## src/invntt_settings.svh

```systemverilog
`ifndef INVNTT_SETTINGS_SVH
`define INVNTT_SETTINGS_SVH

// --------------------
// polynomial geometry
// --------------------
`define INVNTT_N 256
`define INVNTT_W 32
`define INVNTT_LAYERS 8

// --------------------
// modular arithmetic
// --------------------
`define INVNTT_Q 8380417
`define INVNTT_QINV 58728449
// mont^2 / 256, leaves the result in the Montgomery domain
`define INVNTT_F 41978

// fqmul pipeline depth in cycles
`define INVNTT_MUL_LAT 3

`endif

```

## src/invntt_pkg.sv

```systemverilog
`include "invntt_settings.svh"

package invntt_pkg;

    typedef logic signed [`INVNTT_W-1:0] coeff_t;
    typedef logic [$clog2(`INVNTT_N)-1:0] addr_t;
    typedef coeff_t [0:`INVNTT_N-1] coeff_vec_t; // element 0 at the msb end

    typedef struct packed {
        addr_t lo;
        addr_t hi;
        addr_t zeta_idx;
    } bfly_op_t;

    typedef struct packed {
        logic   valid;
        coeff_t a;
        coeff_t b;
        addr_t  addr; // destination of the reduced product
    } mul_req_t;

    typedef struct packed {
        logic   valid;
        addr_t  addr;
        coeff_t data;
    } wr_req_t;

    // --------------------
    // twiddle table, Montgomery form, walked downward by the inverse transform
    // --------------------
    localparam coeff_t zetas [0:`INVNTT_N-1] = '{
        0, 25847, -2608894, -518909, 237124, -777960, -876248, 466468,
        1826347, 2353451, -359251, -2091905, 3119733, -2884855, 3111497, 2680103,
        2725464, 1024112, -1079900, 3585928, -549488, -1119584, 2619752, -2108549,
        -2118186, -3859737, -1399561, -3277672, 1757237, -19422, 4010497, 280005,
        2706023, 95776, 3077325, 3530437, -1661693, -3592148, -2537516, 3915439,
        -3861115, -3043716, 3574422, -2867647, 3539968, -300467, 2348700, -539299,
        -1699267, -1643818, 3505694, -3821735, 3507263, -2140649, -1600420, 3699596,
        811944, 531354, 954230, 3881043, 3900724, -2556880, 2071892, -2797779,
        -3930395, -1528703, -3677745, -3041255, -1452451, 3475950, 2176455, -1585221,
        -1257611, 1939314, -4083598, -1000202, -3190144, -3157330, -3632928, 126922,
        3412210, -983419, 2147896, 2715295, -2967645, -3693493, -411027, -2477047,
        -671102, -1228525, -22981, -1308169, -381987, 1349076, 1852771, -1430430,
        -3343383, 264944, 508951, 3097992, 44288, -1100098, 904516, 3958618,
        -3724342, -8578, 1653064, -3249728, 2389356, -210977, 759969, -1316856,
        189548, -3553272, 3159746, -1851402, -2409325, -177440, 1315589, 1341330,
        1285669, -1584928, -812732, -1439742, -3019102, -3881060, -3628969, 3839961,
        2091667, 3407706, 2316500, 3817976, -3342478, 2244091, -2446433, -3562462,
        266997, 2434439, -1235728, 3513181, -3520352, -3759364, -1197226, -3193378,
        900702, 1859098, 909542, 819034, 495491, -1613174, -43260, -522500,
        -655327, -3122442, 2031748, 3207046, -3556995, -525098, -768622, -3595838,
        342297, 286988, -2437823, 4108315, 3437287, -3342277, 1735879, 203044,
        2842341, 2691481, -2590150, 1265009, 4055324, 1247620, 2486353, 1595974,
        -3767016, 1250494, 2635921, -3548272, -2994039, 1869119, 1903435, -1050970,
        -1333058, 1237275, -3318210, -1430225, -451100, 1312455, 3306115, -1962642,
        -1279661, 1917081, -2546312, -1374803, 1500165, 777191, 2235880, 3406031,
        -542412, -2831860, -1671176, -1846953, -2584293, -3724270, 594136, -3776993,
        -2013608, 2432395, 2454455, -164721, 1957272, 3369112, 185531, -1207385,
        -3183426, 162844, 1616392, 3014001, 810149, 1652634, -3694233, -1799107,
        -3038916, 3523897, 3866901, 269760, 2213111, -975884, 1717735, 472078,
        -426683, 1723600, -1803090, 1910376, -1667432, -1104333, -260646, -3833893,
        -2939036, -2235985, -420899, -2286327, 183443, -976891, 1612842, -3545687,
        -554416, 3919660, -48306, -1362209, 3937738, 1400424, -846154, 1976782
    };

endpackage

```

## src/fqmul_pipe.sv

```systemverilog
`include "invntt_settings.svh"

module fqmul_pipe
    import invntt_pkg::*;
(
    input  logic     clock,
    input  logic     reset,
    input  mul_req_t req,
    output wr_req_t  wr,
    output logic     busy
);
    localparam int dw = 2 * `INVNTT_W;
    localparam logic signed [dw-1:0] q_wide = `INVNTT_Q;

    logic [`INVNTT_MUL_LAT-1:0] valid_q;
    addr_t                      addr_q [`INVNTT_MUL_LAT];
    logic signed [dw-1:0]       prod_s1;
    logic signed [dw-1:0]       prod_s2;
    coeff_t                     t_s2;
    logic signed [dw-1:0]       reduced;
    coeff_t                     res_s3;

    // valid and address ride along with the data
    always_ff @(posedge clock)
    begin
        if (reset)
            valid_q <= '0;
        else
            valid_q <= {valid_q[`INVNTT_MUL_LAT-2:0], req.valid};
        addr_q[0] <= req.addr;
        for (int i = 1; i < `INVNTT_MUL_LAT; i++)
            addr_q[i] <= addr_q[i-1];
    end

    // --------------------
    // Montgomery reduction
    // --------------------
    assign reduced = prod_s2 - t_s2 * q_wide; // low word cancels to zero

    always_ff @(posedge clock)
    begin
        prod_s1 <= $signed(req.a) * $signed(req.b); // full signed product
        prod_s2 <= prod_s1;
        t_s2 <= prod_s1[`INVNTT_W-1:0] * `INVNTT_QINV; // low 32 bits only
        res_s3 <= reduced[dw-1:`INVNTT_W];
    end

    assign wr = '{valid: valid_q[`INVNTT_MUL_LAT-1],
                  addr: addr_q[`INVNTT_MUL_LAT-1],
                  data: res_s3};

    assign busy = |valid_q;

endmodule

```

## config.mk

```make
export PLATFORM = sky130hd
export DESIGN_NAME = fqmul_pipe
export DESIGN_NICKNAME = d
export VERILOG_FILES = /design/src/invntt_pkg.sv /design/src/fqmul_pipe.sv
export VERILOG_INCLUDE_DIRS = /design/src
export SDC_FILE = /design/constraint.sdc
export NUM_CORES = 2
export LEC_CHECK = 0
export BUFFER_PORTS_ARGS = -buffer_cell sky130_fd_sc_hd__buf_4
export CELL_PAD_IN_SITES_DETAIL_PLACEMENT = 1
export CELL_PAD_IN_SITES_GLOBAL_PLACEMENT = 1
export CORE_MARGIN = 10
export CORE_UTILIZATION = 53
export CTS_CLUSTER_SIZE = 28
export DETAILED_ROUTE_END_ITERATION = 10
export PLACE_DENSITY_LB_ADDON = 0.1
export SYNTH_ARGS = -nofsm -noshare
export SYNTH_HDL_FRONTEND = slang
export SYNTH_SLANG_ARGS = --single-unit
export TNS_END_PERCENT = 100
```

## constraint.sdc

```tcl
create_clock -name clock -period 10 [get_ports clock]
set_input_delay 1 -clock clock [delete_from_list [all_inputs] [get_ports clock]]
set_output_delay 1 -clock clock [all_outputs]
set_load 0.1 [all_outputs]
```

[Word-level counts from Yosys, hierarchy flattened]
Memory sizes are Yosys's and may differ from the RTL's.
Cells that the tools add are included.
Storage, ports and cells
  bits in registers: 195
  bits in writable memories: 24
  memories kept: 1
Memories
  addr_q: words 3, bits a word 8, read ports 3, clocked after Yosys merged registers in 0, write ports 3, line fqmul_pipe.sv:16  | addr_t addr_q [`INVNTT_MUL_LAT];
Cells by class
  add/sub/neg operators: 1
  multipliers: 3
  reduce and logical (&&, ||, !) cells: 1
Operator list (count)
  32-bit by 32-bit multiplier with 64-bit output: 1
  64-bit by 56-bit subtractor with 64-bit output: 1
  32-bit by 24-bit multiplier with 56-bit output, second input constant: 1
  32-bit by 26-bit multiplier with 32-bit output, second input constant: 1
  3-bit OR reduction: 1

[Depth between registers and ports, before layout]
  depth after elaboration: 2
  mapped depth: 29

[Worst setup path after synthesis]
Ideal clock, no wire load.
  kind: input -> register
  from: input req[71] (netlist name)
  to: register prod_s1[63]
  setup time: 0.114 ns
  arrival: 8.377 ns
  setup slack: 1.508 ns
  stages on the path: 28
  cells stage by stage: clkbuf_1 -> nand2_1 -> inv_1 -> fa_1 -> inv_1 -> fa_1 -> inv_1 -> fa_1 -> fa_1 -> inv_1 -> fa_1 -> inv_1 -> fa_1 -> inv_1 -> fa_1 -> fa_1 -> inv_1 -> ha_1 -> a21o_1 -> a21oi_1 -> o21ai_0 -> nand2_1 -> nand2_1 -> a21o_1 -> a221oi_1 -> a21o_1 -> mux2i_1 -> a2111oi_0
On the way
  cells in the longest elaborated chain, start to end: 1
Ends and longest elaborated chain
  from (decl): line fqmul_pipe.sv:8  | input mul_req_t req,
  32-bit by 32-bit multiplier with 64-bit output: line fqmul_pipe.sv:42  | prod_s1 <= $signed(req.a) * $signed(req.b);
  to (signal assigned): line fqmul_pipe.sv:42
  to (decl): line fqmul_pipe.sv:17  | logic signed [dw-1:0] prod_s1;
Every way passes these cells.
A chain may end at the register's enable or synchronous reset.

[Worst setup path after layout]
  from: input req[13] (netlist name)
  to: register prod_s1[63]
Same word-level chain as after synthesis.

==> flow_summary.json <==
{
  "status": "complete, no violations",
  "gp_congestion": 0.9035,
  "slew_headroom": 0.4852,
  "numPortBuffers": 116,
  "crit_buf_inv": 8,
  "path_class": "input pin to register",
  "ff_latch_area_um2": 4125,
  "ys_types": 68,
  "hold_depth": 0,
  "fp.dieW_um": 341.2,
  "worstPathMaxFanout": 24,
  "cpPeakStageDelay_ps": 620,
  "finalSetupViolCount": 0,
  "cts_tree": "done",
  "reg2reg_from": "t_s2[4]$_DFF_P_",
  "r2r_slack_ps": 2170,
  "design.die.area_um2": 116400,
  "maxCapViolations": 0,
  "cp_common_cell": "fa_1",
  "ctsResizeCount": 0,
  "syn-num-nets": 7514,
  "area_growth_pct": 4.496,
  "antenna_found_initial": 3,
  "worst_pin_slew_ps": 765.7,
  "drt_iter0_drc": 2186,
  "min_to": "addr_q[0][8]$_DFF_P_",
  "ys.flop_type": "dfxtp_1",
  "mostFrequentLayoutCells": "1,369 x fa_1, 1,344 x inv_1, 568 x ha_1, 533 x nand2_1, 522 x and2_1",
  "final_core_util": 0.5592,
  "cts.sinks": 206,
  "start_util": 0.5351,
  "grt_max_degree": 55,
  "rsz0062_at_grt": "no",
  "grt_usage": 0.2792,
  "final.setup.tns_ps": 0,
  "final.min_clock_period_ps": 8889,
  "worst_r2r_endpoint": "res_s3[30]$_DFF_P_",
  "grt_pass1_wl_um": 252700,
  "synth_edf_count": 0,
  "fmax_ghz": 0.1125,
  "fin_cells": 6808,
  "core_area_um2": 102200,
  "multiInputGateArea_um2": 44620,
  "rows": 117,
  "dpl.cell_count": 6774,
  "worst_hold_slack_ps": 322.7,
  "final_nets": 7440,
  "nFillCells": 11470,
  "avgRoutedWirePerCell_um": 23.35,
  "first_global_vias": 43340,
  "wirelength_um": 159000,
  "cts_root_buf": "clkbuf_16",
  "ant_nets": 0,
  "startpoint_type": "input pin",
  "h-tree-depth": 1,
  "drc": 0,
  "ys_seq_elements": 206,
  "numCtsBuffers": 20,
  "netlist_area_um2": 54680,
  "crit_required_ps": 10380,
  "synth.avg_cell_area_um2": 9.938,
  "dr.pass1.iters": 5,
  "min_path_type": "register to register",
  "vias": 37130,
  "final_layout_size_suffix_gt1_frac": 0.03346,
  "die_h_um": 341.2,
  "async_flop_share": 0,
  "fin_crit_sh": 0.8889,
  "cp.arrival_ps": 9270,
  "yosysWarnings": 0,
  "finClkSkew_ps": 15.25,
  "gr-total-overflow": 0,
  "crit_path_top_delay_cell": "fa_1",
  "layout_commonest_cell": "fa_1",
  "yosysSeqAreaShare": 0.07542,
  "syn_inst": 5502,
  "io_pins": 117,
  "finalMaxSlewViolations": 0,
  "dp_hpwl_um": 128300,
  "hold_buffers": 0,
  "end_kind": "register",
  "path_clk_slew_ps": 70,
  "reg2reg_depth": 21,
  "clk-insertion-delay-late_ps": 530,
  "final_hold_viol_count": 0,
  "routed_via_density": 5.454,
  "hp-start": "addr_q[0][0]$_DFF_P_",
  "clockBufferDepth": 3,
  "path_delay_family": "adder cells",
  "cts_setup_buffers": 0
}
stage by stage:
stage          setup WS (ps)  instance area (um^2)
3_3_place_gp           957.8                 56480
2_1_floorplan           1508                 54680
3_5_place_dp           555.2                 56480
4_1_cts                 1123                 57140
6_report                1111                 57140
5_1_grt                591.0                 57140
worst max-delay path by stage:
| stage | start | endpoint | cells after the start |
|---|---|---|---|
| 6_report | req[13] | prod_s1[63]$_DFF_P_ | 28 |
| 5_1_grt | req[13] | prod_s1[63]$_DFF_P_ | 28 |
| 4_1_cts | req[13] | prod_s1[63]$_DFF_P_ | 28 |
| 3_5_place_dp | req[13] | prod_s1[63]$_DFF_P_ | 28 |
| 3_3_place_gp | req[13] | prod_s1[63]$_DFF_P_ | 27 |
| 2_1_floorplan | req[71] | prod_s1[63]$_DFF_P_ | 28 |
worst reg2reg max path, cell delays in order, from the launching register on:
cell	delay (ps)
dfxtp_1	540
fa_1	630
fa_1	490
fa_1	520
fa_1	550
inv_1	50
fa_1	480
inv_1	50
fa_1	460
fa_1	500
inv_1	50
ha_1	310
nand4_1	130
nor2_1	350
nand4_1	260
or2_2	340
o22ai_1	400
o21ai_0	320
and4b_1	300
o31ai_1	660
o21a_1	210
o311ai_0	110
routing by layer:
| metal | up-vias | global-route usage | wire (um) |
|---|---|---|---|
| li1 | 16040 | - | - |
| met1 | 19620 | 0.3936 | 70170 |
| met2 | 1222 | 0.4475 | 72300 |
| met3 | 244 | 0.04970 | 12240 |
| met4 | 2 | 0.06552 | 4241 |
| met5 | - | 0 | 13 |
state kept, by name (all words and copies together) (netlist names):
signal / cells
prod_s2: 51
t_s2: 32
prod_s1: 64
valid_q: 3
addr_q: 24
res_s3: 32
cells in the mapped netlist (all sizes together) (12+ instances only):
master     n  share of area
and2     522          0.060
inv     1344          0.092
nand2b    12         0.0014
o21ai     61         0.0056
dfxtp    206          0.075
buf       13         0.0017
xnor2     94          0.015
ha       568           0.13
a21o      68         0.0093
xor2      37         0.0059
and3      16         0.0018
nor2      93         0.0064
fa      1369           0.50
a31oi     14         0.0016
nand4     15         0.0017
clkbuf   214          0.015
nand3     26         0.0025
nor2b     18         0.0021
a21oi     93         0.0086
nand2    533          0.037
o21a      22         0.0030
nor3      26         0.0024
kinds of logic (layout without fill, tap and decap cells):
kind of cell	Yosys count	after routing	synth area share
compound gates	359	359	0.04437
xor+xnor	131	131	0.02098
fa+ha+maj	1937	1937	0.6312
buf+inv	1571	1508	0.1086
flops	206	206	0.07542
mux	4	4	0.0007551
other cells	0	1	0
simple gates	1294	1294	0.1187
area by class of cell:
cell class                      count  area share
Inverter                         1344     0.08829
Sequential cell                   206     0.07220
Antenna cell                        1  0.00004379
Tap cell                         1368     0.02996
Multi-Input combinational cell   3725      0.7808
Clock buffer                       24    0.009744
Timing Repair Buffer              131     0.01721
Clock inverter                      9    0.001730
Power is left out: the tool's default activity adds up to more than one toggle a clock period on the data nets, which glitch-free logic cannot reach.
