File: config.mk
export PLATFORM = sky130hd
export DESIGN_NAME = invntt_sequencer
export DESIGN_NICKNAME = d
export VERILOG_FILES = /design/src/invntt_pkg.sv /design/src/invntt_sequencer.sv
export VERILOG_INCLUDE_DIRS = /design/src
export SDC_FILE = /design/constraint.sdc
export NUM_CORES = 1
export LEC_CHECK = 0
export BUFFER_PORTS_ARGS = -buffer_cell sky130_fd_sc_hd__buf_2
export CORE_ASPECT_RATIO = 1.25
export CORE_UTILIZATION = 30
export DETAILED_ROUTE_END_ITERATION = 8
export SLEW_MARGIN = 0
export SYNTH_ARGS = -nofsm -noshare
export SYNTH_HDL_FRONTEND = slang
export SYNTH_SLANG_ARGS = --single-unit
File: constraint.sdc
create_clock -name clock -period 3.3 [get_ports clock]
set_input_delay 0.33 -clock clock [delete_from_list [all_inputs] [get_ports clock]]
set_output_delay 0.33 -clock clock [all_outputs]
set_load 0.005 [all_outputs]
File: src/invntt_settings.svh
`ifndef INVNTT_SETTINGS_SVH
`define INVNTT_SETTINGS_SVH

// --------------------
// polynomial geometry
// --------------------
`define INVNTT_N 256
`define INVNTT_W 32
`define INVNTT_LAYERS 8

// --------------------
// modular arithmetic
// --------------------
`define INVNTT_Q 8380417
`define INVNTT_QINV 58728449
// mont^2 / 256, leaves the result in the Montgomery domain
`define INVNTT_F 41978

// fqmul pipeline depth in cycles
`define INVNTT_MUL_LAT 3

`endif

File: src/invntt_pkg.sv
`include "invntt_settings.svh"

package invntt_pkg;

    typedef logic signed [`INVNTT_W-1:0] coeff_t;
    typedef logic [$clog2(`INVNTT_N)-1:0] addr_t;
    typedef coeff_t [0:`INVNTT_N-1] coeff_vec_t; // element 0 at the msb end

    typedef struct packed {
        addr_t lo;
        addr_t hi;
        addr_t zeta_idx;
    } bfly_op_t;

    typedef struct packed {
        logic   valid;
        coeff_t a;
        coeff_t b;
        addr_t  addr; // destination of the reduced product
    } mul_req_t;

    typedef struct packed {
        logic   valid;
        addr_t  addr;
        coeff_t data;
    } wr_req_t;

    // --------------------
    // twiddle table, Montgomery form, walked downward by the inverse transform
    // --------------------
    localparam coeff_t zetas [0:`INVNTT_N-1] = '{
        0, 25847, -2608894, -518909, 237124, -777960, -876248, 466468,
        1826347, 2353451, -359251, -2091905, 3119733, -2884855, 3111497, 2680103,
        2725464, 1024112, -1079900, 3585928, -549488, -1119584, 2619752, -2108549,
        -2118186, -3859737, -1399561, -3277672, 1757237, -19422, 4010497, 280005,
        2706023, 95776, 3077325, 3530437, -1661693, -3592148, -2537516, 3915439,
        -3861115, -3043716, 3574422, -2867647, 3539968, -300467, 2348700, -539299,
        -1699267, -1643818, 3505694, -3821735, 3507263, -2140649, -1600420, 3699596,
        811944, 531354, 954230, 3881043, 3900724, -2556880, 2071892, -2797779,
        -3930395, -1528703, -3677745, -3041255, -1452451, 3475950, 2176455, -1585221,
        -1257611, 1939314, -4083598, -1000202, -3190144, -3157330, -3632928, 126922,
        3412210, -983419, 2147896, 2715295, -2967645, -3693493, -411027, -2477047,
        -671102, -1228525, -22981, -1308169, -381987, 1349076, 1852771, -1430430,
        -3343383, 264944, 508951, 3097992, 44288, -1100098, 904516, 3958618,
        -3724342, -8578, 1653064, -3249728, 2389356, -210977, 759969, -1316856,
        189548, -3553272, 3159746, -1851402, -2409325, -177440, 1315589, 1341330,
        1285669, -1584928, -812732, -1439742, -3019102, -3881060, -3628969, 3839961,
        2091667, 3407706, 2316500, 3817976, -3342478, 2244091, -2446433, -3562462,
        266997, 2434439, -1235728, 3513181, -3520352, -3759364, -1197226, -3193378,
        900702, 1859098, 909542, 819034, 495491, -1613174, -43260, -522500,
        -655327, -3122442, 2031748, 3207046, -3556995, -525098, -768622, -3595838,
        342297, 286988, -2437823, 4108315, 3437287, -3342277, 1735879, 203044,
        2842341, 2691481, -2590150, 1265009, 4055324, 1247620, 2486353, 1595974,
        -3767016, 1250494, 2635921, -3548272, -2994039, 1869119, 1903435, -1050970,
        -1333058, 1237275, -3318210, -1430225, -451100, 1312455, 3306115, -1962642,
        -1279661, 1917081, -2546312, -1374803, 1500165, 777191, 2235880, 3406031,
        -542412, -2831860, -1671176, -1846953, -2584293, -3724270, 594136, -3776993,
        -2013608, 2432395, 2454455, -164721, 1957272, 3369112, 185531, -1207385,
        -3183426, 162844, 1616392, 3014001, 810149, 1652634, -3694233, -1799107,
        -3038916, 3523897, 3866901, 269760, 2213111, -975884, 1717735, 472078,
        -426683, 1723600, -1803090, 1910376, -1667432, -1104333, -260646, -3833893,
        -2939036, -2235985, -420899, -2286327, 183443, -976891, 1612842, -3545687,
        -554416, 3919660, -48306, -1362209, 3937738, 1400424, -846154, 1976782
    };

endpackage

File: src/invntt_sequencer.sv
`include "invntt_settings.svh"

module invntt_sequencer
    import invntt_pkg::*;
(
    input  logic     clock,
    input  logic     reset,
    input  logic     rtr,
    input  logic     busy,
    output logic     rd_ready,
    output logic     rd_done,
    output logic     rts,
    output logic     wr_done,
    output logic     load,
    output logic     scale_phase,
    output logic     op_valid,
    output bfly_op_t op,
    output mul_req_t scale_req,
    output addr_t    rd_addr,
    input  coeff_t   rd_data
);
    typedef enum logic [3:0] {
        S_IDLE, S_WAIT, S_READ, S_LAYER_ISSUE, S_LAYER_DRAIN,
        S_SCALE_ISSUE, S_SCALE_DRAIN, S_WRITE, S_DONE
    } state_t;

    localparam addr_t last_len = addr_t'(1 << (`INVNTT_LAYERS - 1));
    localparam addr_t last_bfly = addr_t'(`INVNTT_N / 2 - 1);
    localparam addr_t last_coeff = addr_t'(`INVNTT_N - 1);

    state_t state;
    addr_t  len;
    addr_t  group_start;
    addr_t  offset;
    addr_t  zeta_idx;
    addr_t  cnt; // ops issued in the current phase
    addr_t  lo;

    assign lo = group_start + offset;
    assign op = '{lo: lo, hi: lo + len, zeta_idx: zeta_idx};
    assign op_valid = (state == S_LAYER_ISSUE);
    assign load = (state == S_READ);
    assign scale_phase = (state == S_SCALE_ISSUE) || (state == S_SCALE_DRAIN);
    assign rd_addr = cnt;
    assign scale_req = '{valid: (state == S_SCALE_ISSUE), a: rd_data,
                         b: coeff_t'(`INVNTT_F), addr: cnt};

    always_ff @(posedge clock)
    begin
        if (reset)
        begin
            state <= S_IDLE;
            rd_ready <= 1'b0;
            rd_done <= 1'b0;
            rts <= 1'b0;
            wr_done <= 1'b0;
            len <= addr_t'(1);
            group_start <= '0;
            offset <= '0;
            zeta_idx <= last_coeff;
            cnt <= '0;
        end
        else
        begin
            case (state)
                S_IDLE:
                begin
                    rd_ready <= 1'b0;
                    rd_done <= 1'b0;
                    rts <= 1'b0;
                    wr_done <= 1'b0;
                    len <= addr_t'(1);
                    group_start <= '0;
                    offset <= '0;
                    zeta_idx <= last_coeff; // twiddles walk down from the top
                    cnt <= '0;
                    state <= S_WAIT;
                end
                S_WAIT:
                begin
                    if (rtr)
                    begin
                        rd_ready <= 1'b1;
                        state <= S_READ;
                    end
                end
                S_READ:
                begin
                    rd_ready <= 1'b0;
                    rd_done <= 1'b1; // store captures inp on this edge
                    state <= S_LAYER_ISSUE;
                end
                // --------------------
                // butterfly layers
                // --------------------
                S_LAYER_ISSUE:
                begin
                    cnt <= cnt + 1'b1;
                    if (offset == len - 1'b1)
                    begin
                        offset <= '0;
                        group_start <= group_start + (len << 1);
                        zeta_idx <= zeta_idx - 1'b1; // one twiddle per group
                    end
                    else
                        offset <= offset + 1'b1;
                    if (cnt == last_bfly)
                        state <= S_LAYER_DRAIN;
                end
                S_LAYER_DRAIN:
                begin
                    if (!busy)
                    begin
                        cnt <= '0;
                        offset <= '0;
                        group_start <= '0;
                        if (len == last_len)
                            state <= S_SCALE_ISSUE;
                        else
                        begin
                            len <= len << 1;
                            state <= S_LAYER_ISSUE;
                        end
                    end
                end
                // --------------------
                // final scaling
                // --------------------
                S_SCALE_ISSUE:
                begin
                    cnt <= cnt + 1'b1;
                    if (cnt == last_coeff)
                        state <= S_SCALE_DRAIN;
                end
                S_SCALE_DRAIN:
                begin
                    if (!busy)
                        state <= S_WRITE;
                end
                S_WRITE:
                begin
                    rts <= 1'b1;
                    wr_done <= 1'b1;
                    state <= S_DONE;
                end
                S_DONE:
                begin
                    rts <= 1'b0;
                    state <= S_IDLE;
                end
                default:
                    state <= S_IDLE;
            endcase
        end
    end

endmodule

* Word-level counts from Yosys, hierarchy flattened
Cells that the tools add are included.
** Storage, ports and cells
- Register bits after elaboration :: 48
- Input port bits :: 36
- Word-level logic and storage cells :: 79
** Cells by class
- $add $sub $neg :: 7
- Equal/unequal tests :: 19
- Mux-type cells :: 23
- Reduce and logical (&&, ||, !) cells :: 20
** Operator list (count)
- 8-bit one-hot mux with 3 select lines :: 3
- 8-bit 2-to-1 mux :: 6
- 4-bit one-hot mux with 8 select lines :: 1
- 8-bit one-hot mux with 2 select lines :: 2
- 8-bit adder :: 3
- 4-bit 2-to-1 mux :: 5
- 8-bit by 1-bit adder with 8-bit output, second input constant :: 2
- 4-bit by 3-bit == test with 1-bit output, second input constant :: 4
- 8-bit == test, second input constant :: 2
- 8-bit by 1-bit subtractor with 8-bit output, second input constant :: 2
- 2-bit nonzero test :: 6
- 4-bit by 2-bit == test with 1-bit output, second input constant :: 2
- 8-bit by 7-bit == test with 1-bit output, second input constant :: 1
- 8-bit == test :: 1
- 2-bit != test, second input constant :: 4
- 1-bit one-hot mux with 2 select lines :: 4
- 2-bit AND reduction :: 4
- 2-bit by 1-bit != test with 1-bit output, second input constant :: 3
- 3-bit AND reduction :: 2
- 3-bit nonzero test :: 2
- 2-bit OR reduction :: 3
- 5-bit AND reduction :: 1
- 4-bit by 1-bit == test with 1-bit output, second input constant :: 1
- 4-bit == test, second input constant :: 1
- 4 further kinds :: 4

* Depth between registers and ports, before layout
- Depth after elaboration :: 4
- Depth in mapped cells :: 12

* Worst setup path after synthesis
Ideal clock, no wire load.
- Path type :: register -> register
- Start point :: register len[1]
- End point :: register zeta_idx[0]
- Arrival :: 2.672 ns
- Data required time :: 3.173 ns
- Setup slack :: 0.501 ns
- Stages on the path, launching flop included :: 9
- Path buffers :: 0
- Clock period less this slack :: 2.799 ns
- Cells stage by stage :: dfxtp_1 > inv_1 > ha_1 > nor2b_2 > or3_1 > a31o_1 > a2111oi_2 > a21oi_1 > or3_1
** On the way
- Longest elaborated chain between the ends :: 4
** Ends and longest elaborated chain
- start: declaration :: line invntt_sequencer.sv:32 : addr_t len;
- start signal: assignment :: line invntt_sequencer.sv:57 : len <= addr_t'(1);
- start signal: assignment :: line invntt_sequencer.sv:72 : len <= addr_t'(1);
- start signal: assignment :: line invntt_sequencer.sv:121 : len <= len << 1;
- 8-bit by 1-bit subtractor with 8-bit output :: line invntt_sequencer.sv:99 : if (offset == len - 1'b1)
- 8-bit == test :: line invntt_sequencer.sv:99
- 2-bit by 1-bit != test with 1-bit output (no line)
- 2-bit AND reduction (no line)
- end signal: assignment :: line invntt_sequencer.sv:60 : zeta_idx <= last_coeff;
- end signal: assignment :: line invntt_sequencer.sv:75 : zeta_idx <= last_coeff;
- end signal: assignment :: line invntt_sequencer.sv:103 : zeta_idx <= zeta_idx - 1'b1;
- end: declaration :: line invntt_sequencer.sv:35 : addr_t zeta_idx;
No other way between the ends.
A chain may end at the register's enable or synchronous reset.

==> out/metrics.csv <==
stage,metric,value,unit
worst_hold_path,HP Class,in -> reg,
global_routing,GR Util All Layers,0.137,
sta,RSZ-0062 raised after global routing,no,
sta,skew final,0.00310,ns
sta,min cycle time layout,3.08,ns
setup_path,critical path's top delay family,adder cells,
synth,post-synth cell types,62,
setup_path,Slowest cell on crit path,dfxtp_2,
setup_path,Setup crit end,op[15],
detailed_routing,"antenna viol nets, final",0,
detailed_routing,WL/cell,13.7,um
detailed_routing,post-DR vias/cell,4.96,
global_routing,vias in the first global route,2916,
synth,Synth Cell Area,3750,sq um
detailed_routing,initial DRC count,167,
sta,Worst-Margin Slew,1.23,ns
die,Die Y,127,um
finish,Final nets,528,
place,DP HPWL,6.55,mm
setup_path,worst-path maximum fanout,7,
detailed_routing,Via Count,3122,
synth,syn_area_per_cell,8.12,sq um
setup_path,crit path kind,reg -> out,
synth,Async SR Flop Fraction,0,
setup_path,Setup crit start kind,register,
cts,CTS Root Cell,clkbuf_16,
setup_path,reg2reg end,group_start[7]$_SDFFE_PP0P_,
detailed_routing,Initial DRT Pass Iterations,4,
synth,register area share after synthesis,0.251,
synth,synthesis warning total,0,
run_status,outcome,"complete, no violations",
die,Initial Util,0.308,
setup_path,CP max stage delay,0.35,ns
sta,setup tns final,0,ns
setup_path,flop-to-flop setup slack,0.42,ns
sta,share of the clock period used by the worst path,0.935,
die,core area,12200,sq um
place,IO Port Bufs,51,
sta,Hold Fails Final Rpt,0,
setup_path,r2r worst-path depth,8,
setup_path,endpoint type of the worst setup path,output pin,
global_routing,largest net degree at the start of global routing,27,
sta,final setup fails,0,
cts,Clock transition at path regs,0.06,ns
die,die area,13000,sq um
setup_path,WP depth,13,
sta,worst rel slew slack,0.181,
sta,FMAX,324,MHz
synth,register bit total from synthesis,47,
detailed_routing,DR DRC count,0,
setup_path,Setup crit start,offset[2]$_SDFFE_PP0P_,
setup_path,worst r2r src,len[0]$_SDFFE_PP1P_,
global_routing,first-pass GRT wire length,14.0,mm
detailed_routing,final wirelength,8.64,mm
synth,Main synth FF type,dfxtp_1,
setup_path,CP bufs+invs,1,
finish,Inserted Diodes,0,
setup_path,CP dominant cell by count,nor2_1,
cts,htree depth,2,
finish,share of cells above drive strength 1,0.187,
die,io pins,148,
synth,count of flip-flops with a built-in enable after synthesis,0,
power_and_ir_drop,P per Cell Area,345,nW/um^2
cts,# hold bufs at CTS,0,
setup_path,Crit path arrival time,2.75,ns
cts,total CTS buffers,5,
power_and_ir_drop,leakage,1.75,nW
finish,area delta synth->final,5.07,%
job,MaxCap Viol Count,0,
die,row count,45,
cts,clk sinks,47,
global_routing,initial antenna violation count,0,
setup_path,"Req. time, crit path",2.97,ns
place,gp weighted congestion,0.866,
cts,CTS tree,built,
sta,fin. max-slew vios,0,
synth,Post-Synthesis Cells,462,
die,Die Wd,102,um
cts,clock latency on the worst-skew pair,0.29,ns
global_routing,Congestion Overflow GR,0,
finish,FILL cells,1324,
cts,CTS max path bufs,2,
finish,fin util,0.324,
setup_path,"critical path, cell by cell",ha_1 > a21oi_2 > a2bb2oi_2 > nor2b_2 > nor2b_1 > nor2_1 > xnor2_1 > ha_2 > nor2_1 > nor2_1 > o41ai_2 > xnor2_1 > buf_2,
power_and_ir_drop,Peak VDD IR,0.000162,V
[layer usage]
metal  global-route usage  part of all wire  up-vias
met5                    0                 0        -
met4               0.0689             0.033        0
met3               0.0323             0.046       24
met2                0.243              0.50       97
met1                0.149              0.42     1479
li1                     -                 -     1522
[how the worst min path moves through the flow]
stage | to | depth (start not counted) | start | slack (ns)
after global routing | wr_done$_SDFFE_PP0P_ | 1 | wr_done$_SDFFE_PP0P_ | 0.51
after detailed placement | wr_done$_SDFFE_PP0P_ | 1 | wr_done$_SDFFE_PP0P_ | 0.46
after CTS | state[0]$_SDFFE_PP0P_ | 4 | busy | 0.45
final | state[0]$_SDFFE_PP0P_ | 4 | busy | 0.46
after global placement | wr_done$_SDFFE_PP0P_ | 1 | wr_done$_SDFFE_PP0P_ | 0.44
after floorplan | wr_done$_SDFFE_PP0P_ | 1 | wr_done$_SDFFE_PP0P_ | 0.45
[flip-flops by register name (all words and copies together), names as in the netlist]
signal       count
rd_ready         1
len              8
state            4
offset           8
group_start      7
rd_done          1
wr_done          1
rd_addr          8
rts              1
zeta_idx         8
[synthesized netlist by cell type, types with 4 or more instances]
| cell type | instances | area share |
|---|---|---|
| inv_1 | 12 | 0.012 |
| nand4_1 | 6 | 0.010 |
| xor2_1 | 15 | 0.035 |
| xnor2_1 | 21 | 0.049 |
| clkbuf_1 | 14 | 0.014 |
| buf_4 | 73 | 0.15 |
| mux2i_1 | 6 | 0.016 |
| o211ai_1 | 9 | 0.018 |
| a22oi_1 | 8 | 0.016 |
| dfxtp_1 | 47 | 0.25 |
| nand2b_1 | 9 | 0.015 |
| ha_1 | 25 | 0.083 |
| o21ai_0 | 9 | 0.012 |
| or3_1 | 8 | 0.013 |
| nor2_1 | 40 | 0.040 |
| a21o_1 | 5 | 0.010 |
| nor2b_1 | 4 | 0.0067 |
| nand2_1 | 20 | 0.020 |
| a21oi_1 | 30 | 0.040 |
| nand3_1 | 11 | 0.015 |
| a211oi_1 | 7 | 0.014 |
| and2_1 | 4 | 0.0067 |
| nor3_1 | 18 | 0.024 |
[through the flow]
step	setup WS, ns	hold slack [ns]	instances	total power, mW	cell area, sq um
after CTS	0.0195	0.451	630	1.38	3930
after global placement	0.325	0.443	622	0.821	3760
after detailed placement	0.207	0.455	622	0.827	3760
final	0.216	0.463	630	1.36	3940
after global routing	0.0321	0.506	630	1.43	3940
after floorplan	0.501	0.451	492	0.824	3860
[placed cells by master, fill, tap and decap left out, types with 4 or more instances in the layout]
| cell | netlist | final |
|---|---|---|
| ha_1 | 25 | 24 |
| buf_4 | 73 | 9 |
| nand2b_1 | 9 | 9 |
| nand2_1 | 20 | 20 |
| nor2_1 | 40 | 40 |
| o21ai_0 | 9 | 9 |
| inv_1 | 12 | 12 |
| a211oi_1 | 7 | 7 |
| dfxtp_1 | 47 | 45 |
| nand3_1 | 11 | 11 |
| conb_1 | 2 | 32 |
| xor2_1 | 15 | 15 |
| a22oi_1 | 8 | 8 |
| a21oi_1 | 30 | 29 |
| mux2i_1 | 6 | 6 |
| nand4_1 | 6 | 6 |
| clkbuf_16 | 0 | 5 |
| xnor2_1 | 21 | 21 |
| o211ai_1 | 9 | 9 |
| or3_1 | 8 | 8 |
| a21o_1 | 5 | 5 |
| and2_1 | 4 | 4 |
| nor3_1 | 18 | 18 |
| buf_2 | 2 | 51 |
[tightest hold or removal path: stages]
cell,delay [ns]
buf_2,0.13
a21oi_1,0.07
a21oi_1,0.13
nor3_1,0.05
[power by group]
part,internal (mW),switching [mW]
clock,0.323,0.221
combinational,0.0783,0.148
sequential,0.578,0.0100
[cell families after synthesis]
logic type	share of synthesized area
XOR/XNOR	0.0841
adder cells (fa/ha/maj)	0.0941
AO/OA/AOI/OAI	0.159
AND/OR/NAND/NOR	0.214
multiplexers	0.0160
flip-flops	0.251
other	0.00200
buffers and inverters	0.181
[repair_timing]
item | in CTS | in global routing
gates resized for setup | 2 | 5
setup endpoints to repair | 1 | 1
setup buffers | 0 | 0
hold endpoints to repair | 0 | 0
[area by class of cell]
| type | count | area (sq um) | share of cell area |
|---|---|---|---|
| Inverter | 12 | 45.0 | 0.0114 |
| Timing Repair Buffer | 60 | 323 | 0.0819 |
| Tap cell | 164 | 205 | 0.0521 |
| Clock buffer | 8 | 156 | 0.0397 |
| Multi-Input combinational cell | 339 | 2270 | 0.575 |
| Sequential cell | 47 | 943 | 0.239 |
(Power assumes the default switching activity.)
